===== src/rtl/wfd_pkg.sv =====
// shared widths, depths, daq tags and fsm state types, imported by every readout core module
package wfd_pkg;

    // channel side
    localparam int NUM_CHAN   = 2;                    // channel fpgas on the board
    localparam int CHAN_W     = 1;                    // bits to name one channel
    localparam int CHAN_DW    = 32;                   // channel stream payload width

    // fill numbering
    localparam int FILL_W          = 24;              // fill number width
    localparam int FILL_FIFO_DEPTH = 4;               // must stay a power of two
    localparam int FIFO_PTR_W      = $clog2(FILL_FIFO_DEPTH);

    // daq event words
    localparam int DAQ_DW      = 64;
    localparam int DAQ_CNT_W   = 32;                  // trailer word count field
    localparam logic [7:0] DAQ_HDR_TAG = 8'hA5;       // bits 63:56 of a header
    localparam logic [7:0] DAQ_TRL_TAG = 8'h5A;       // bits 63:56 of a trailer

    typedef logic [FILL_W-1:0]  fill_num_t;
    typedef logic [CHAN_DW-1:0] chan_word_t;
    typedef logic [DAQ_DW-1:0]  daq_word_t;

    // trigger manager
    typedef enum logic [1:0] {
        TM_IDLE,          // armed, waiting for a trigger
        TM_WAIT_DONE,     // acquisition running on the channels
        TM_PUSH           // handing the fill number to the fifo
    } tm_state_t;

    // data transfer manager
    typedef enum logic [2:0] {
        DTM_IDLE,         // waiting for a fill number
        DTM_HEADER,       // header word into the daq output register
        DTM_REQUEST,      // readout request to the current channel
        DTM_COLLECT,      // moving that channel's packet into the event
        DTM_TRAILER       // closing word with the data word count
    } dtm_state_t;

endpackage


===== src/rtl/trigger_manager.sv =====
// fires the acquisition pulse to all channels, gathers their done flags and numbers each fill
module trigger_manager import wfd_pkg::*; (
    input  logic                clk125,
    input  logic                arst_n,
    input  logic                trigger,      // one cycle pulse
    input  logic [NUM_CHAN-1:0] chan_done,    // done pulses from the channels
    output logic [NUM_CHAN-1:0] acq_trigs,    // go pulse, one bit per channel
    output logic                fill_valid,   // towards the fill number fifo
    output fill_num_t           fill_num,
    input  logic                fill_ready
);

    tm_state_t           state;
    logic [NUM_CHAN-1:0] done_seen;   // sticky done flags of the running fill
    logic                all_done;

    // a done pulse landing in the same cycle still counts
    assign all_done = &(done_seen | chan_done);

    assign fill_valid = (state == TM_PUSH);   // fill_num is steady while pushing

    always_ff @(posedge clk125 or negedge arst_n) begin
        if (!arst_n) begin
            state     <= TM_IDLE;
            acq_trigs <= '0;
            done_seen <= '0;
            fill_num  <= '0;                  // first fill comes out as 1
        end else begin
            acq_trigs <= '0;                  // go is only ever one cycle wide

            case (state)
                TM_IDLE: begin
                    if (trigger) begin
                        acq_trigs <= '1;              // all channels start together
                        done_seen <= '0;
                        fill_num  <= fill_num + 1'b1;
                        state     <= TM_WAIT_DONE;
                    end
                end

                // triggers in here are dropped on purpose
                TM_WAIT_DONE: begin
                    done_seen <= done_seen | chan_done;
                    if (all_done) begin
                        state <= TM_PUSH;
                    end
                end

                TM_PUSH: begin
                    if (fill_ready) begin             // stall while the fifo is full
                        state <= TM_IDLE;
                    end
                end

                default: state <= TM_IDLE;
            endcase
        end
    end

endmodule


===== config.mk =====
export PLATFORM = sky130hd
export DESIGN_NAME = trigger_manager
export DESIGN_NICKNAME = d
export VERILOG_FILES = /design/src/rtl/wfd_pkg.sv /design/src/rtl/trigger_manager.sv
export SDC_FILE = /design/constraint.sdc
export NUM_CORES = 1
export LEC_CHECK = 0
export BUFFER_PORTS_ARGS = -buffer_cell sky130_fd_sc_hd__buf_2
export CORE_MARGIN = 2
export CORE_UTILIZATION = 30
export DETAILED_ROUTE_END_ITERATION = 8
export HOLD_SLACK_MARGIN = 0.06
export SYNTH_ARGS = -nofsm -noshare
export SYNTH_HDL_FRONTEND = slang
export SYNTH_SLANG_ARGS = --single-unit

===== constraint.sdc =====
create_clock -name clk125 -period 2.3 [get_ports clk125]
set_input_delay 0.115 -clock clk125 [delete_from_list [all_inputs] [get_ports clk125]]
set_output_delay 0.115 -clock clk125 [all_outputs]
set_load 0.01 [all_outputs]

==> run metrics <==
Port-buffer cells 32; clock share of power ~28%; H-tree levels 2; Worst Path Arrival around 2.2 ns; Mapped Avg Cell Area around 11 sq um; CTS clk-pin slew, worst paths roughly 0.06 ns; synth warn 0; register area share after synthesis between 50 and 60%; Setup TNS 0 ns; Post-Synthesis Cell Area roughly 0.0013 sq mm; Worst Hold Path Cells 3; critical path required time between 2 and 2.5 ns; Crit path depth 4; Clock Skew roughly 0.008 ns; outcome finished clean; count of final setup violators 0; largest net degree at the start of global routing 30; worst path bufs/invs 0; Gate Count Post-Synth 116; Post-synth EDFFs 0; post-CTS resize count 0; DRT Wirelength between 2000 and 3000 um; #FFs+latches synth 29; area leader, netlist dfrtp_1; total gr overflow 0; worst-path maximum fanout 9; Logic pwr share around 22%; Distinct cells, synth 27; measured slew at the worst slew-check pin 0.639 ns; reg-to-reg startpoint state[0]$_DFFE_PN0P_; part of the power in registers between 50% and 60%; core area about 0.0043 sq mm; total CTS buffers 5; Crit Path Category flop to flop; leak pwr between 0.7 and 0.8 nW; syn nets about 120; fin util 37.8%; peak supply drop 0.000478 V; Routed Antenna Nets 0; initial antenna violation count 0; count leader, synth dfrtp_1; gr usage total between 10% and 20%; layout cells sized above 1 about 28%; TritonRoute pass-1 iters 4; top post-synthesis cells by count 29 x dfrtp_1, 16 x xnor2_1, 10 x nand3_1, 9 x nand4_1; DP Wirelength approximately 2000 um; synthesis-to-layout area growth 22.5%; Startpoint Class flop; Setup crit start state[0]$_DFFE_PN0P_; drt drc 0; clock sinks 29; routed len/inst 13.0 um; postcts setup bufs 0; CP top delay family simple AND/OR/NAND/NOR gates; Pins Over Slew Limit 0; P_int 961 uW; post-synth top area share between 50% and 60%; DIE HEIGHT 70.5 um; initial core utilization between 30% and 40%; nets@finish around 160; CTS tree yes; Worst setup EP type flop; first-pass GRT wire length approximately 4500 um; Post-synth ARST share 100%; Root Buffer clkbuf_8; detailed-route via count 998; Sw Pwr 474 uW; ys flop type dfrtp_1; final-report hold violation count 0; flop2flop setup slack around 0.30 ns; Max Freq around 0.5 GHz; relative slew slack a little under three fifths; slowest cell delay on critical path about 0.60 ns; Max-Cap Viols 0; Hold Crit Start chan_done[1]; worst hold path class input pin to flop; Tcrit/Tclk final approximately 87%; Antenna diodes 0; Synth area leaders dfrtp_1 55%, xnor2_1 11%, xor2_1 4.6%; gp weighted congestion 0.867; Via-to-Cell Ratio a little under 5; reg2reg path depth 4; I/O pin cnt 33; Skew-Pair Late Insertion Delay between 0.2 and 0.3 ns; RSZ-0062 raised after global routing false; Max stage delay cell, worst path or4_4; Final Critical Period between 1.5 and 2 ns; PD cells 884 mW/mm^2; CP Cell Sequence or3b_1 > or4_4 > nor3_2 > xor2_1; drt initial violations 86; Cell Rows 24; die width roughly 70 um; Max clock buf depth 2; vias in the first global route between 900 and 1,000; sw frac 33.0%; DIE AREA 0.00496 sq mm
state kept, by name, indices dropped and copies added (netlist names):
name	count
fill_num	24
done_seen	2
state	2
acq_trigs	1
placed cells by master, fill, tap and decap left out, types with 2 or more instances in the layout:
| master | n |
|---|---|
| xnor2_1 | 16 |
| nor3_2 | 3 |
| nor2_1 | 7 |
| buf_2 | 32 |
| nand2_1 | 7 |
| and4_1 | 2 |
| nand4_1 | 9 |
| a21oi_1 | 4 |
| clkbuf_8 | 5 |
| clkinv_2 | 2 |
| nor3_1 | 3 |
| inv_1 | 3 |
| nand3_1 | 10 |
| xor2_1 | 7 |
| dfrtp_1 | 29 |
| dlygate4sd3_1 | 2 |
per-layer routing:
metal	GRT usage (%)	part of all wire, %	vias to the layer above
li1	-	-	487
met1	15.5	47	476
met2	17.1	45	33
met3	5.19	7.0	2
met4	3.21	0.48	0
met5	0	0	-
worst reg2reg max path, cell delays in order, from the launching register on:
cell,delay (ns)
dfrtp_1,0.46
or3b_1,0.52
or4_4,0.60
nor3_2,0.19
xor2_1,0.15
cell families after synthesis:
family                   after synthesis  share of synthesized area (%)
AND/OR/NAND/NOR                       49                           21.8
AO/OA/AOI/OAI                          7                           3.31
buffers and inverters                  6                           3.12
XOR/XNOR                              23                           15.2
multiplexers                           1                          0.850
flip-flops                            29                           54.8
adder cells (fa/ha/maj)                1                          0.944
final cells by class:
cell class              instances  area [sq um]
fillers                       444          2670
flip-flops and latches         29           726
multi-input cells              81           558
repair buffers                 34           180
clock buffers                   6          72.6
well taps                      52          65.1
inverters                       3          11.3
clock inverters                 2          10.0
repair_timing:
item,CTS,global route
endpoints found under the hold margin,30,0
endpoints found under the setup margin,0,0
hold buffers,2,0
through the flow:
step / worst slack (ns) / std cells / hold slack (ns) / power, mW / cell area (sq um)
after global placement: 0.368 / 197 / 0.171 / 1.04 / 1520
after global routing: 0.151 / 207 / 0.129 / 1.53 / 1620
after detailed placement: 0.297 / 197 / 0.178 / 1.05 / 1520
after CTS: 0.293 / 207 / 0.115 / 1.45 / 1620
final: 0.301 / 207 / 0.121 / 1.43 / 1620
after floorplan: 0.370 / 116 / -0.181 / 0.950 / 1330
power by group through the flow:
stage / Combinational, mW / Clock (mW) / Sequential [mW]
floorplan: 0.218 / 0 / 0.732
global placement: 0.309 / 0 / 0.728
detailed placement: 0.315 / 0 / 0.737
CTS: 0.318 / 0.404 / 0.731
global route: 0.349 / 0.428 / 0.750
finish: 0.310 / 0.394 / 0.731
worst paths after layout:
kind,to
min in group asynchronous,fill_num[11]$_DFFE_PN0P_
setup reg to reg,fill_num[21]$_DFFE_PN0P_
max in group asynchronous,fill_num[12]$_DFFE_PN0P_
hold / removal,done_seen[1]$_DFFE_PN0P_
setup / recovery,fill_num[21]$_DFFE_PN0P_
hold reg to reg,fill_num[23]$_DFFE_PN0P_
Note: power is estimated with default switching activity, not from simulation.
