## config.mk

```make
export PLATFORM = sky130hd
export DESIGN_NAME = fill_num_fifo
export DESIGN_NICKNAME = d
export VERILOG_FILES = /design/src/rtl/wfd_pkg.sv /design/src/rtl/fill_num_fifo.sv
export SDC_FILE = /design/constraint.sdc
export NUM_CORES = 1
export LEC_CHECK = 0
export BUFFER_PORTS_ARGS = -buffer_cell sky130_fd_sc_hd__buf_2
export CAP_MARGIN = 20
export CORE_MARGIN = 8
export CORE_UTILIZATION = 35
export DETAILED_ROUTE_END_ITERATION = 8
export PLACE_DENSITY = 0.56
export SYNTH_ARGS = -nofsm -noshare
export SYNTH_HDL_FRONTEND = slang
export SYNTH_SLANG_ARGS = --single-unit
```

## constraint.sdc

```tcl
create_clock -name clk125 -period 3.5 [get_ports clk125]
set_input_delay 0.175 -clock clk125 [delete_from_list [all_inputs] [get_ports clk125]]
set_output_delay 0.175 -clock clk125 [all_outputs]
set_load 0.1 [all_outputs]
```

## src/rtl/wfd_pkg.sv

```systemverilog
// shared widths, depths, daq tags and fsm state types, imported by every readout core module
package wfd_pkg;

    // channel side
    localparam int NUM_CHAN   = 2;                    // channel fpgas on the board
    localparam int CHAN_W     = 1;                    // bits to name one channel
    localparam int CHAN_DW    = 32;                   // channel stream payload width

    // fill numbering
    localparam int FILL_W          = 24;              // fill number width
    localparam int FILL_FIFO_DEPTH = 4;               // must stay a power of two
    localparam int FIFO_PTR_W      = $clog2(FILL_FIFO_DEPTH);

    // daq event words
    localparam int DAQ_DW      = 64;
    localparam int DAQ_CNT_W   = 32;                  // trailer word count field
    localparam logic [7:0] DAQ_HDR_TAG = 8'hA5;       // bits 63:56 of a header
    localparam logic [7:0] DAQ_TRL_TAG = 8'h5A;       // bits 63:56 of a trailer

    typedef logic [FILL_W-1:0]  fill_num_t;
    typedef logic [CHAN_DW-1:0] chan_word_t;
    typedef logic [DAQ_DW-1:0]  daq_word_t;

    // trigger manager
    typedef enum logic [1:0] {
        TM_IDLE,          // armed, waiting for a trigger
        TM_WAIT_DONE,     // acquisition running on the channels
        TM_PUSH           // handing the fill number to the fifo
    } tm_state_t;

    // data transfer manager
    typedef enum logic [2:0] {
        DTM_IDLE,         // waiting for a fill number
        DTM_HEADER,       // header word into the daq output register
        DTM_REQUEST,      // readout request to the current channel
        DTM_COLLECT,      // moving that channel's packet into the event
        DTM_TRAILER       // closing word with the data word count
    } dtm_state_t;

endpackage

```

## src/rtl/fill_num_fifo.sv

```systemverilog
// small synchronous fifo of fill numbers between trigger manager and data transfer manager
module fill_num_fifo import wfd_pkg::*; (
    input  logic      clk125,
    input  logic      arst_n,
    // write side
    input  logic      in_valid,
    input  fill_num_t in_data,
    output logic      in_ready,
    // read side
    output logic      out_valid,
    output fill_num_t out_data,
    input  logic      out_ready
);

    fill_num_t             mem [FILL_FIFO_DEPTH];
    logic [FIFO_PTR_W-1:0] wr_ptr;
    logic [FIFO_PTR_W-1:0] rd_ptr;
    logic [FIFO_PTR_W:0]   count;     // one extra bit to tell full from empty
    logic                  push;
    logic                  pop;

    assign in_ready  = (count != (FIFO_PTR_W+1)'(FILL_FIFO_DEPTH));   // refuse when full
    assign out_valid = (count != '0);
    assign out_data  = mem[rd_ptr];   // head entry, shows up the cycle after the push

    assign push = in_valid & in_ready;
    assign pop  = out_valid & out_ready;

    // storage
    always_ff @(posedge clk125) begin
        if (push) begin
            mem[wr_ptr] <= in_data;
        end
    end

    // pointers wrap by themselves since the depth is a power of two
    always_ff @(posedge clk125 or negedge arst_n) begin
        if (!arst_n) begin
            wr_ptr <= '0;
            rd_ptr <= '0;
            count  <= '0;
        end else begin
            if (push) wr_ptr <= wr_ptr + 1'b1;
            if (pop)  rd_ptr <= rd_ptr + 1'b1;

            case ({push, pop})
                2'b10:   count <= count + 1'b1;
                2'b01:   count <= count - 1'b1;
                default: count <= count;      // idle, or push and pop together
            endcase
        end
    end

endmodule

```

==> results by group, run 1 <==
Critical path
  – Buf/Inv on CP: 1
  – Reg2reg start: count[0]
  – Critical Path Start: rd_ptr[0]
  – Worst stage delay on the critical path: 0.96 ns
  – Slowest cell on crit path: dfrtp_2
  – CP required: 3.32 ns
  – Critical path peak fanout: 26
  – Crit-path leading delay family: flip-flops
  – Startpoint types: flop
  – Crit-path cells: mux4_2 > buf_2
  – R2R Path End: count[2]
  – Worst EP arrival: 2.27 ns
  – Crit Path Category: reg2out
  – R2R setup slack: 1.26 ns
  – R2r worst-path depth: 9
  – Crit. End Element: output pin

Flow run
  – Number of max-cap violations: 0

Global route
  – Largest net degree at the start of global routing: 27
  – GRT Total Usage: 9.60%
  – Initial antenna violation count: 2
  – Met1 usage: 12.2%
  – Vias in the first global route: 1,922
  – Total grt overflow: 0
  – First-pass GRT wire length: 10,500 um
  – Most used routing layer: met2
  – GRT met2 Usage: 14.4%
  – GRT met3 Usage: 3.72%

Place
  – GP Congestion: 0.651
  – Hpwl dp: 4190 um
  – Placed inst area: 4310 sq um
  – Placed insts: 351
  – Port bufs: 53

Die
  – Core area: 10,800 sq um
  – Die Span X: 121 um
  – Initial core utilization: 35.9%
  – Die footprint: 14,700 sq um
  – Row cnt: 38
  – Ports: 54
  – Die height: 121 um

Cells and area
  – Nets: 257
  – Filler Cell Count: 971
  – # diodes: 0
  – P&R area growth vs syn: 16.4%
  – Share of layout cells above drive strength 1: 45.6%
  – Core Util, Final: 41.8%
  – Final non-filler cell total: 368
  – Fin area: 4530 sq um

Clock tree
  – CTS HTree Levels: 3
  – CTS Root Cell: clkbuf_8
  – Clk buf depth: 2
  – Clock Sinks: 103
  – CTS tree: yes
  – Clk slew on worst S/H paths: 0.10 ns
  – Number of buffers created by CTS: 9
  – Cts repair resizes: 0
  – Clk_lat worst skew: 0.36 ns

STA
  – Slew Limit Headroom: 40.6%
  – Fmax: 409 MHz
  – Endpoints failing hold: 0
  – Unrepaired setup endpoints after global routing: false
  – Crit path time final: 2.45 ns
  – Final Slew Violations: 0
  – Part of the cycle the worst path needs: 69.9%
  – Final Setup Violations: 0
  – Worst-margin pin slew: 0.891 ns
  – Setup TNS: 0 ns
  – Clock Skews: 0.00544 ns

Logic synthesis
  – YS warnings: 0
  – Synth Area in Compound Gates: 0.257%
  – Yosys cell types: 20
  – Synthesized cell area: 3890 sq um
  – EDFF count, synth: 96
  – Synth top area share: 74.1%
  – Synth Area in Adders: 2.12%
  – Ys flop type: edfxtp_1
  – Main combinational cell family by area after synthesis: multiplexers
  – Synth area leader: edfxtp_1
  – Count leader, synth: edfxtp_1
  – Post-synthesis simple-gate area fraction: 1.67%
  – Synth area leaders: edfxtp_1 74%, mux4_2 14%, dfrtp_1 4.5%
  – Synth Area per Inst: 23.9 sq um
  – Sequential area share after synthesis: 78.6%
  – XOR/XNOR Fraction of Synth Area: 1.35%
  – FFs w/ async S/R, synth: 6.80%
  – Synth Register Bits: 103
  – Synth cell count leaders: 96 x edfxtp_1, 24 x mux4_2, 7 x dfrtp_1, 6 x inv_1, 5 x ha_1
  – Post-synthesis mux area share: 14.5%
  – Post-synth net total: 197
  – Syn Inst Count: 163

Drt
  – # DRC: 0
  – Via count: 1,743
  – Final WL: 6820 um
  – DR pass1 iterations: 4
  – Vias per cell: 4.74
  – DR WL/cell: 18.5 um
  – Post-route ant nets: 0
  – First DRT Iteration DRCs: 105

Hold path
  – Hold Startpoint: in_data[8]
  – Hold crit path type: in2reg
  – Worst hold endpoint: mem[0][8]
  – Worst Hold Depth: 1

Status
  – Outcome: finished, final reports clean
## stage by stage
| stage | hold WS [ns] | setup slack, ns |
|---|---|---|
| detailed placement | 0.0198 | 1.30 |
| CTS | 0.0117 | 0.973 |
| floorplan | -0.121 | 1.23 |
| finish | 0.0267 | 1.05 |
| global placement | 0.0188 | 1.37 |
| global route | 0.00662 | 0.875 |
## layout make-up
type                            count  area (sq um)  share of cell area, %
Sequential cell                   103          3060                   67.6
Multi-Input combinational cell     48           776                   17.1
Inverter                            6          22.5                  0.498
Clock inverter                      7          87.6                   1.93
Clock buffer                        9           124                   2.74
Timing Repair Buffer               55           283                   6.25
Tap cell                          140           175                   3.87
## how the worst max path moves through the flow
stage / depth (start not counted) / slack, ns / end
finish: 2 / 1.05 / out_data[12]
global route: 2 / 0.87 / out_data[22]
CTS: 2 / 0.97 / out_data[22]
detailed placement: 9 / 1.30 / count[2]
global placement: 9 / 1.37 / count[2]
floorplan: 9 / 1.23 / count[2]
## cells by family after synthesis
group / Yosys count
DFF: 103
muxes: 26
buffers and inverters: 12
and+or+nand+nor: 9
xor gates and xnor gates: 6
adders and majority gates: 6
AOI/OAI and AO/OA: 1
## registers in the layout, indices dropped and copies added (netlist names)
register	flops
count	3
mem	96
rd_ptr	2
wr_ptr	2
## routing by layer
layer / part of all wire, % / wire, um
met1: 45 / 3090
met2: 46 / 3110
met3: 7.3 / 495
met4: 1.5 / 103
met5: 0.40 / 27
## placed cells by master (no fill, tap or decap), drive strengths merged
master,n
clkinv,2
mux2,1
clkbuf,9
bufinv,1
buf,54
nor2,1
nand2,1
dlygate4sd3,1
xor2,3
fa,1
xnor2,3
or3,1
inv,10
edfxtp,96
o31a,1
mux4,24
and3,4
dfrtp,7
or3b,1
and2,1
ha,5
mux2i,1
## worst reg2reg max path: cells and delay by family, from the launching register on
kind          cells  cell delay, ns
xor+xnor          2            0.30
fa+ha+maj         2            0.57
buf+inv           2            0.11
flops             1            0.43
simple gates      3            0.74
## what timing repair did
item / 4_1_cts / 5_1_grt
buffers inserted: 0 / 0
hold endpoints to repair: 7 / 0
hold buffers: 1 / 0
Power of run 1 is left out: the tool's default activity adds up to more than one toggle a clock period on the data nets, which glitch-free logic cannot reach.
==> run 2: changes to the inputs <==
clock period = 2.3 ns   (was 3.5 ns; I/O delays follow)
==> run 2 against run 1 <==
Net effect: first-iteration DRC count down 7.6%; flip-flop and latch count is the same; non-clock buffer count up 30; global-route usage grew 0.65 points; wire length rose by 2.9%; setup slack got worse by 0.93 ns; via count rose by 6.4%; worst hold slack better by 0.087 ns; critical endpoint is now count[2]; largest cell class unchanged.
==> results by group, run 2 (synthesis results as in run 1) <==
Die
  – Die footprint: 14,700 sq um (unchanged)
  – Ports: 54 (unchanged)
  – Die Span X: 121 um (unchanged)
  – Row cnt: 38 (unchanged)
  – Core area: 10,800 sq um (unchanged)
  – Die height: 121 um (unchanged)
  – Initial core utilization: 35.9% (unchanged)

Global route
  – Largest net degree at the start of global routing: 25 (-7.4%)
  – Total grt overflow: 0 (unchanged)
  – Vias in the first global route: 2,022 (+5.2%)
  – GRT Total Usage: 10.2% (+0.65 points)
  – Initial antenna violation count: 0 (-2)
  – First-pass GRT wire length: 11,400 um (+8.5%)

Cells and area
  – Commonest non-fill, non-tap cell in the layout: edfxtp_1
  – Max FFs per register: 96 (unchanged)
  – Regs by FF count: mem: 96 flops, count: 3 flops
  – Most frequent cells in the layout: 96 x edfxtp_1, 29 x buf_2, 25 x dlygate4sd3_1, 25 x buf_12, 24 x mux4_2
  – P&R area growth vs syn: 32.7%
  – # diodes: 0 (unchanged)
  – Nets: 287 (+12%)
  – Share of layout cells above drive strength 1: 41.9% (-3.8 points)
  – Most flops, register: mem
  – Filler Cell Count: 913 (-6.0%)

STA
  – Setup ws final: 0.122 ns (-0.931 ns)
  – Fmax: 459 MHz
  – Part of the cycle the worst path needs: 94.7%
  – Endpoints failing hold: 0 (unchanged)
  – Crit path time final: 2.18 ns
  – Final Setup Violations: 0 (unchanged)
  – Clock Skews: 0.00845 ns (+0.00301 ns)
  – Worst-margin pin slew: 0.688 ns (-0.203 ns)
  – Final Slew Violations: 0 (unchanged)
  – Slew Limit Headroom: 54.1% (+14 points)

Hold path
  – Hold crit path type: in2async

Place
  – Setup WS pre-CTS: 0.158 ns (-1.14 ns)
  – GP Congestion: 0.674 (+3.6%)
  – Port bufs: 53 (unchanged)

Clock tree
  – Clk_lat worst skew: 0.35 ns (about the same)
  – Clk slew on worst S/H paths: 0.09 ns (about the same)
  – Clock Sinks: 103 (unchanged)
  – Number of buffers created by CTS: 9 (unchanged)
  – CTS HTree Levels: 3 (unchanged)
  – CTS tree: yes
  – Clk buf depth: 2 (unchanged)
  – Cts repair resizes: 0 (unchanged)
  – CTS Root Cell: clkbuf_8

Status
  – Outcome: finished, final reports clean

Drt
  – Final WL: 7020 um (+2.9%)
  – Post-route ant nets: 0 (unchanged)
  – First DRT Iteration DRCs: 97 (-7.6%)
  – # DRC: 0 (unchanged)
  – Vias per cell: 4.66 (-1.6%)
  – DR pass1 iterations: 4 (unchanged)
  – DR WL/cell: 17.6 um (-4.8%)
  – Via count: 1,855 (+6.4%)

Critical path
  – Crit. End Element: flop
  – Crit Path Category: reg2reg
  – CP required: 2.58 ns (-0.74 ns)
  – Worst EP arrival: 2.45 ns (+0.18 ns)
  – Critical path peak fanout: 6 (-77%)
  – Startpoint types: flop

Flow run
  – Number of max-cap violations: 0 (unchanged)
[run 2: final timing paths]
path	end	depth (start not counted)	slack [ns]	start
setup reg to reg	count[2]	9	0.12	count[0]
min in group clk125	rd_ptr[0]	3	0.11	out_ready
max in group asynchronous	rd_ptr[0]	2	2.01	arst_n
setup / recovery	count[2]	9	0.12	count[0]
hold / removal	count[1]	2	0.11	arst_n
hold reg to reg	count[0]	1	0.56	count[0]
[run 2: worst max-delay path, cell delays in order, from the launching register on]
cell,delay (ns)
dfrtp_1,0.44
or3b_4,0.42
and2_4,0.19
inv_1,0.05
ha_1,0.17
inv_1,0.06
fa_1,0.37
xor2_1,0.15
nor2_1,0.11
xor2_1,0.16
[run 2: metrics by stage]
| stage | utilization, % | instance area (sq um) | hold slack, ns | cells | TNS, ns |
|---|---|---|---|---|---|
| 2_1_floorplan | - | 3890 | -0.181 | 163 | 0 |
| 3_3_place_gp | 43.4 | 4700 | -0.0416 | 354 | 0 |
| 3_5_place_dp | 43.4 | 4700 | -0.0402 | 354 | 0 |
| 4_1_cts | 47.4 | 5140 | 0.0998 | 395 | 0 |
| 5_1_grt | 47.6 | 5160 | 0.106 | 398 | -0.0109 |
| 6_report | 47.6 | 5160 | 0.114 | 398 | 0 |
[run 2: cell type report]
| cell class | count | area, sq um | area share, % |
|---|---|---|---|
| clock buffer | 10 | 128 | 2.47 |
| clock inverter | 6 | 61.3 | 1.19 |
| inverter | 6 | 22.5 | 0.436 |
| multi-input combinational | 48 | 776 | 15.0 |
| sequential | 103 | 3060 | 59.3 |
| tap | 140 | 175 | 3.39 |
| timing repair buffer | 85 | 941 | 18.2 |
[run 2: timing repair]
action	in CTS	in global routing
endpoints found under the setup margin	0	1
endpoints found under the hold margin	103	0
hold buffers	25	0
buffers inserted	0	3
[run 2: per-layer routing]
layer / vias to the layer above / part of all wire, % / global-route usage [%]
li1: 850 / - / -
met1: 941 / 47 / 14.0
met2: 52 / 46 / 15.1
met3: 12 / 5.3 / 2.79
met4: 0 / 1.6 / 4.32
met5: - / 0 / 0
Power of run 2 is left out for the same reason.
