**config.mk**
```make
export PLATFORM = sky130hd
export DESIGN_NAME = data_transfer_manager_flat
export DESIGN_NICKNAME = d
export VERILOG_FILES = /design/src/rtl/wfd_pkg.sv /design/src/rtl/chan_stream_if.sv /design/src/rtl/data_transfer_manager.sv /design/src/flat_wrapper.sv
export SDC_FILE = /design/constraint.sdc
export NUM_CORES = 1
export LEC_CHECK = 0
export BUFFER_PORTS_ARGS = -buffer_cell sky130_fd_sc_hd__buf_4
export CAP_MARGIN = 20
export CELL_PAD_IN_SITES_DETAIL_PLACEMENT = 1
export CELL_PAD_IN_SITES_GLOBAL_PLACEMENT = 1
export CORE_UTILIZATION = 34
export CTS_CLUSTER_SIZE = 16
export DETAILED_ROUTE_END_ITERATION = 7
export GPL_TIMING_DRIVEN = 0
export HOLD_SLACK_MARGIN = 0.03
export PLACE_DENSITY_LB_ADDON = 0.1
export SYNTH_ARGS = -nofsm -noshare
export SYNTH_HDL_FRONTEND = slang
export SYNTH_SLANG_ARGS = --single-unit
```
**constraint.sdc**
```tcl
create_clock -name clk125 -period 2.55 [get_ports clk125]
set_clock_uncertainty 0.15 [all_clocks]
set_input_delay 0.1275 -clock clk125 [delete_from_list [all_inputs] [get_ports clk125]]
set_output_delay 0.1275 -clock clk125 [all_outputs]
set_load 0.05 [all_outputs]
```
**src/rtl/wfd_pkg.sv**
```systemverilog
// shared widths, depths, daq tags and fsm state types, imported by every readout core module
package wfd_pkg;

    // channel side
    localparam int NUM_CHAN   = 2;                    // channel fpgas on the board
    localparam int CHAN_W     = 1;                    // bits to name one channel
    localparam int CHAN_DW    = 32;                   // channel stream payload width

    // fill numbering
    localparam int FILL_W          = 24;              // fill number width
    localparam int FILL_FIFO_DEPTH = 4;               // must stay a power of two
    localparam int FIFO_PTR_W      = $clog2(FILL_FIFO_DEPTH);

    // daq event words
    localparam int DAQ_DW      = 64;
    localparam int DAQ_CNT_W   = 32;                  // trailer word count field
    localparam logic [7:0] DAQ_HDR_TAG = 8'hA5;       // bits 63:56 of a header
    localparam logic [7:0] DAQ_TRL_TAG = 8'h5A;       // bits 63:56 of a trailer

    typedef logic [FILL_W-1:0]  fill_num_t;
    typedef logic [CHAN_DW-1:0] chan_word_t;
    typedef logic [DAQ_DW-1:0]  daq_word_t;

    // trigger manager
    typedef enum logic [1:0] {
        TM_IDLE,          // armed, waiting for a trigger
        TM_WAIT_DONE,     // acquisition running on the channels
        TM_PUSH           // handing the fill number to the fifo
    } tm_state_t;

    // data transfer manager
    typedef enum logic [2:0] {
        DTM_IDLE,         // waiting for a fill number
        DTM_HEADER,       // header word into the daq output register
        DTM_REQUEST,      // readout request to the current channel
        DTM_COLLECT,      // moving that channel's packet into the event
        DTM_TRAILER       // closing word with the data word count
    } dtm_state_t;

endpackage

```
**src/rtl/chan_stream_if.sv**
```systemverilog
// valid/ready/last stream carrying channel words from the rx arbiter into the data transfer manager
interface chan_stream_if import wfd_pkg::*; ();

    logic       tvalid;   // word on tdata is valid
    logic       tready;   // sink can take a word
    chan_word_t tdata;
    logic       tlast;    // last word of the channel packet

    // arbiter side
    modport source (
        output tvalid, tdata, tlast,
        input  tready
    );

    // data transfer manager side
    modport sink (
        input  tvalid, tdata, tlast,
        output tready
    );

endinterface

```
**src/rtl/data_transfer_manager.sv**
```systemverilog
// asks each channel for its readout per fill and assembles header, data words and trailer for the daq link
module data_transfer_manager import wfd_pkg::*; (
    input  logic              clk125,
    input  logic              arst_n,
    // fill number fifo
    input  logic              fill_valid,
    input  fill_num_t         fill_num,
    output logic              fill_ready,
    // readout request to the channels
    output logic              req_valid,
    output logic [CHAN_W-1:0] req_chan,
    output fill_num_t         req_fill,
    input  logic              req_ready,
    // merged rx stream from the arbiter
    chan_stream_if.sink       s,
    input  logic [CHAN_W-1:0] grant_chan,
    // amc13 daq link words
    output logic              daq_valid,
    output logic              daq_header,
    output logic              daq_trailer,
    output daq_word_t         daq_data,
    input  logic              daq_ready
);

    dtm_state_t           state;
    fill_num_t            cur_fill;     // fill being read out
    logic [CHAN_W-1:0]    chan_idx;     // channel being requested / collected
    logic [DAQ_CNT_W-1:0] word_cnt;     // data words in this event so far
    logic                 out_free;     // output register can take a word
    logic                 rx_xfer;
    logic                 hdr_load;
    logic                 trl_load;
    logic                 last_chan;

    assign out_free  = !daq_valid || daq_ready;
    assign last_chan = (chan_idx == CHAN_W'(NUM_CHAN - 1));

    assign fill_ready = (state == DTM_IDLE);

    // request held steady until the channel side takes it
    assign req_valid = (state == DTM_REQUEST);
    assign req_chan  = chan_idx;
    assign req_fill  = cur_fill;

    // rx only moves when the daq side moves, so a stall stops both
    assign s.tready = (state == DTM_COLLECT) && daq_ready;
    assign rx_xfer  = s.tvalid && s.tready;

    assign hdr_load = (state == DTM_HEADER) && out_free;
    assign trl_load = (state == DTM_TRAILER) && out_free;

    always_ff @(posedge clk125 or negedge arst_n) begin
        if (!arst_n) begin
            state       <= DTM_IDLE;
            cur_fill    <= '0;
            chan_idx    <= '0;
            word_cnt    <= '0;
            daq_valid   <= 1'b0;
            daq_header  <= 1'b0;
            daq_trailer <= 1'b0;
        end else begin
            if (daq_ready) daq_valid <= 1'b0;    // word taken, unless reloaded below

            case (state)
                DTM_IDLE: begin
                    if (fill_valid) begin
                        cur_fill <= fill_num;
                        chan_idx <= '0;           // channel 0 always goes first
                        word_cnt <= '0;
                        state    <= DTM_HEADER;
                    end
                end

                DTM_HEADER: begin
                    if (hdr_load) begin
                        daq_valid   <= 1'b1;
                        daq_header  <= 1'b1;
                        daq_trailer <= 1'b0;
                        state       <= DTM_REQUEST;
                    end
                end

                DTM_REQUEST: begin
                    if (req_ready) state <= DTM_COLLECT;
                end

                DTM_COLLECT: begin
                    if (rx_xfer) begin
                        daq_valid   <= 1'b1;
                        daq_header  <= 1'b0;
                        daq_trailer <= 1'b0;
                        word_cnt    <= word_cnt + 1'b1;
                        if (s.tlast) begin
                            if (last_chan) begin
                                state <= DTM_TRAILER;
                            end else begin
                                chan_idx <= chan_idx + 1'b1;
                                state    <= DTM_REQUEST;   // next channel in order
                            end
                        end
                    end
                end

                DTM_TRAILER: begin
                    if (trl_load) begin
                        daq_valid   <= 1'b1;
                        daq_header  <= 1'b0;
                        daq_trailer <= 1'b1;
                        state       <= DTM_IDLE;          // event closed
                    end
                end

                default: state <= DTM_IDLE;
            endcase
        end
    end

    // event word payload, only written when the output register is free
    always_ff @(posedge clk125) begin
        if (hdr_load) begin
            daq_data <= {DAQ_HDR_TAG, 32'd0, cur_fill};
        end else if (rx_xfer) begin
            daq_data <= {24'd0, 8'(grant_chan), s.tdata};  // chan number in 39:32
        end else if (trl_load) begin
            daq_data <= {DAQ_TRL_TAG, 24'd0, word_cnt};
        end
    end

endmodule

```
**src/flat_wrapper.sv**
```systemverilog
// flat-port wrapper written by rule: the top's interface ports become plain ports
module data_transfer_manager_flat import wfd_pkg::*;
  (clk125, arst_n, fill_valid, fill_num, fill_ready, req_valid, req_chan, req_fill, req_ready, grant_chan, daq_valid, daq_header, daq_trailer, daq_data, daq_ready, s_tvalid, s_tdata, s_tlast, s_tready);
  chan_stream_if s_i ();
  input  logic clk125;
  input  logic arst_n;
  input  logic fill_valid;
  input  fill_num_t fill_num;
  output logic fill_ready;
  output logic req_valid;
  output logic [CHAN_W-1:0] req_chan;
  output fill_num_t req_fill;
  input  logic req_ready;
  input  logic [CHAN_W-1:0] grant_chan;
  output logic daq_valid;
  output logic daq_header;
  output logic daq_trailer;
  output daq_word_t daq_data;
  input  logic daq_ready;
  input wire logic [$bits(s_i.tvalid)-1:0] s_tvalid;
  input wire logic [$bits(s_i.tdata)-1:0] s_tdata;
  input wire logic [$bits(s_i.tlast)-1:0] s_tlast;
  output wire logic [$bits(s_i.tready)-1:0] s_tready;
  assign s_i.tvalid = s_tvalid;
  assign s_i.tdata = s_tdata;
  assign s_i.tlast = s_tlast;
  assign s_tready = s_i.tready;
  data_transfer_manager u_core (.clk125(clk125), .arst_n(arst_n), .fill_valid(fill_valid), .fill_num(fill_num), .fill_ready(fill_ready), .req_valid(req_valid), .req_chan(req_chan), .req_fill(req_fill), .req_ready(req_ready), .s(s_i), .grant_chan(grant_chan), .daq_valid(daq_valid), .daq_header(daq_header), .daq_trailer(daq_trailer), .daq_data(daq_data), .daq_ready(daq_ready));
endmodule
```
==> reports/qor.csv <==
stage,metric,value,unit
status,run_status,completed,
clocking,htreeDepth,3,
critical_path,critPathArrivalTime,2.50,ns
critical_path,worstSetupStartpointType,input pin,
clocking,cts.path.max_buffers,2,
min_path,hp-class,in2reg,
floorplanning,core,13500,sq um
floorplanning,fp.dieArea,14600,sq um
detailed_routing,vias,4603,
logic_synthesis,yosysWarnings,0,
logic_synthesis,synth-seq-cells,98,
sta,slew_headroom,0.420,
clocking,root_buffer,clkbuf_16,
critical_path,crit_path_end_kind,flop,
logic_synthesis,netlist_instances,493,
logic_synthesis,synth_enable_flop_cells,24,
grt,grt_util_met3,0.0292,
sta,finalCritPeriodShare,0.934,
logic_synthesis,ys_seq_area_frac,0.526,
layout,areaGrowthSynthToFinish,46.2,%
grt,busiest_layer,met2,
grt,track_usage,0.218,
detailed_routing,firstDrtPassIters,7,
sta,slew_violations,0,
logic_synthesis,ys.flop_type,dfrtp_1,
sta,min_period,2.38,ns
grt,grt_pass1_vias,4815,
logic_synthesis,yosysTopAreaCell,dfrtp_1,
detailed_routing,drc,0,
layout,diodes,0,
layout,post-route-util,0.518,
grt,grt_antenna_before_repair,0,
detailed_routing,drt_iter0_markers,384,
run,cap_violations,0,
logic_synthesis,synthDistinctLibCells,49,
sta,timing_hold_violations_final,0,
grt,use_met1,0.259,
place,dp_hpwl,10400,um
power_and_ir_drop,power_density,1090,nW/um^2
critical_path,crit_chain,"dlygate4sd3_1, buf_4, or3b_1, buf_6, a2111o_1, or4_1, a21oi_1",
logic_synthesis,async_flop_share,0.643,
power_and_ir_drop,total_leakage_power,3.36,nW
critical_path,cp_top_family,simple AND/OR/NAND/NOR gates,
place,place.gp.congestion,0.847,
floorplanning,die_y,121,um
logic_synthesis,syn_area,4790,sq um
clocking,cts_made_buffers,9,
clocking,post_cts_buffers,0,
critical_path,cp_slowest_cell,dlygate4sd3_1,
clocking,cts.sinks,98,
sta,rsz0062_at_grt,false,
grt,grt_pass1_wl,24500,um
grt,grt_start_max_net_pins,64,
grt,grt_remaining_overflow,0,
critical_path,cp.required,2.67,ns
floorplanning,rows,42,
logic_synthesis,syn_area_per_cell,9.71,sq um
power_and_ir_drop,peakVddDrop,0.667,mV
critical_path,r2r_start,u_core.word_cnt[5],
sta,worst_pin_slew,0.871,ns
place,portBuffers,135,
sta,setup_viol,0,
floorplanning,io_pins,159,
floorplanning,die_w,121,um
critical_path,critPathBufInv,3,
logic_synthesis,yosys.area.top_type_share,0.329,
critical_path,cpPeakStageDelay,0.55,ns
critical_path,startpoint,fill_valid,
detailed_routing,routed_wl,15300,um
grt,grt_use_met2,0.404,
layout,fin_nets,786,
detailed_routing,vias_per_cell,5.10,
floorplanning,initial_utilization,0.354,
clocking,clock_latency,0.35,ns
detailed_routing,ant_nets,0,
place,dpl.cell_count,826,
logic_synthesis,yosys-top-cells-area,"dfrtp_1 (33%), edfxtp_1 (15%), nand2_1 (8.4%), a222oi_1 (5.0%), dfxtp_1 (4.6%)",
clocking,clkTransAtPathRegs,0.07,ns
min_path,min_from,daq_ready,
detailed_routing,avgRoutedWirePerCell,17.0,um
layout,layout-drive-gt1-share,0.271,
layout,fill_cells,1518,
critical_path,cp_max_fo,9,
clocking,cts_tree,yes,
layout,instances_no_fill,902,
critical_path,path_class,in2reg,
sta,fmax,0.420,GHz
sta,holdWs,0.110,ns
## layout make-up
cell class / instances / area, sq um / area share
flip-flops and latches: 98 / 2520 / 0.360
clock inverters: 1 / 6.26 / 0.000894
multi-input cells: 334 / 1940 / 0.277
clock buffers: 15 / 248 / 0.0354
well taps: 176 / 220 / 0.0315
inverters: 28 / 105 / 0.0150
plain buffers: 54 / 337 / 0.0481
repair buffers: 196 / 1620 / 0.232
## Yosys cell counts, drive strengths merged (9+ instances only)
cell type  count
a21oi         17
a222oi        24
buf           36
clkbuf        20
dfrtp         63
dfxtp         11
edfxtp        24
inv           28
mux2i         12
nand2        107
nand4         12
nor2          13
o21ai         18
or3           11
or4            9
## routing by layer
layer / share of wire / wire [um]
met2: 0.52 / 7940
met4: 0.016 / 241
met1: 0.43 / 6520
met3: 0.041 / 629
met5: 0 / 0
## worst min-delay path, delay by kind of cell
| kind | cells | cell delay, ns |
|---|---|---|
| AO/OA/AOI/OAI | 1 | 0.23 |
| buffers and inverters | 1 | 0.11 |
| AND/OR/NAND/NOR | 1 | 0.10 |
## registers in the layout (all words and copies together) (netlist names)
register	flops
u_core.daq_data	35
u_core.word_cnt	32
u_core.req_fill	24
u_core.state	3
u_core.daq_header	1
u_core.daq_trailer	1
u_core.daq_valid	1
u_core.req_chan	1
## what timing repair did
item | in CTS | in global routing
hold buffers | 61 | 0
gates cloned | 1 | 0
setup endpoints to repair | 55 | 91
gates resized for setup | 10 | 10
hold endpoints to repair | 124 | 0
## path summary, 6_finish.rpt
check,end,slack [ns],cells after the start
max,u_core.word_cnt[23],0.17,7
min,u_core.state[2],0.11,3
max reg2reg,u_core.word_cnt[28],0.19,5
min reg2reg,u_core.daq_data[32],0.33,2
max in group asynchronous,u_core.word_cnt[9],1.40,2
min in group asynchronous,u_core.req_fill[21],0.28,2
## cell families (layout without fill, tap and decap cells)
logic type / Yosys count / count (layout) / synth area share
flops: 98 / 98 / 0.526
mux: 14 / 14 / 0.0298
buf+inv: 84 / 294 / 0.0905
other cells: 1 / 23 / 0.000784
simple gates: 200 / 201 / 0.202
xor+xnor: 8 / 8 / 0.0146
fa+ha+maj: 1 / 1 / 0.00261
compound gates: 87 / 87 / 0.134
## power breakdown
part / total (mW) / switching [mW] / internal, mW
sequential: 2.63 / 0.461 / 2.17
clock: 1.24 / 0.572 / 0.666
combinational: 3.73 / 2.57 / 1.16
total: 7.60 / 3.60 / 4.00
## layout by cell type (no fill, tap or decap), drive strengths merged, types with 3 or more instances in the layout
| cell | instances |
|---|---|
| o21ai | 18 |
| dfxtp | 11 |
| xor2 | 4 |
| edfxtp | 24 |
| and4 | 4 |
| a211o | 3 |
| and2 | 5 |
| and3 | 4 |
| nand4 | 12 |
| xnor2 | 4 |
| nor3 | 6 |
| mux2i | 12 |
| inv | 29 |
| clkbuf | 35 |
| a222oi | 24 |
| or3 | 12 |
| a21oi | 17 |
| nand2b | 7 |
| or2 | 3 |
| conb | 23 |
| nand3 | 8 |
| nor2 | 13 |
| or4 | 9 |
| buf | 169 |
| nor2b | 3 |
| dlygate4sd3 | 61 |
| nand2 | 107 |
| o31ai | 7 |
| a21o | 4 |
| a22oi | 4 |
| dfrtp | 63 |
## through the flow
| step | setup slack (ns) | power (mW) | instance area [sq um] | TNS (ns) |
|---|---|---|---|---|
| after global placement | -0.652 | 6.20 | 6110 | -19.28 |
| after detailed placement | -0.762 | 6.29 | 6110 | -24.19 |
| after floorplan | 0.0247 | 5.08 | 4870 | 0 |
| final | 0.169 | 7.60 | 7000 | 0 |
| after CTS | 0.0300 | 7.62 | 6990 | 0 |
| after global routing | 0.0254 | 7.97 | 7000 | 0 |
No activity file was read; power rests on OpenSTA's default activity.
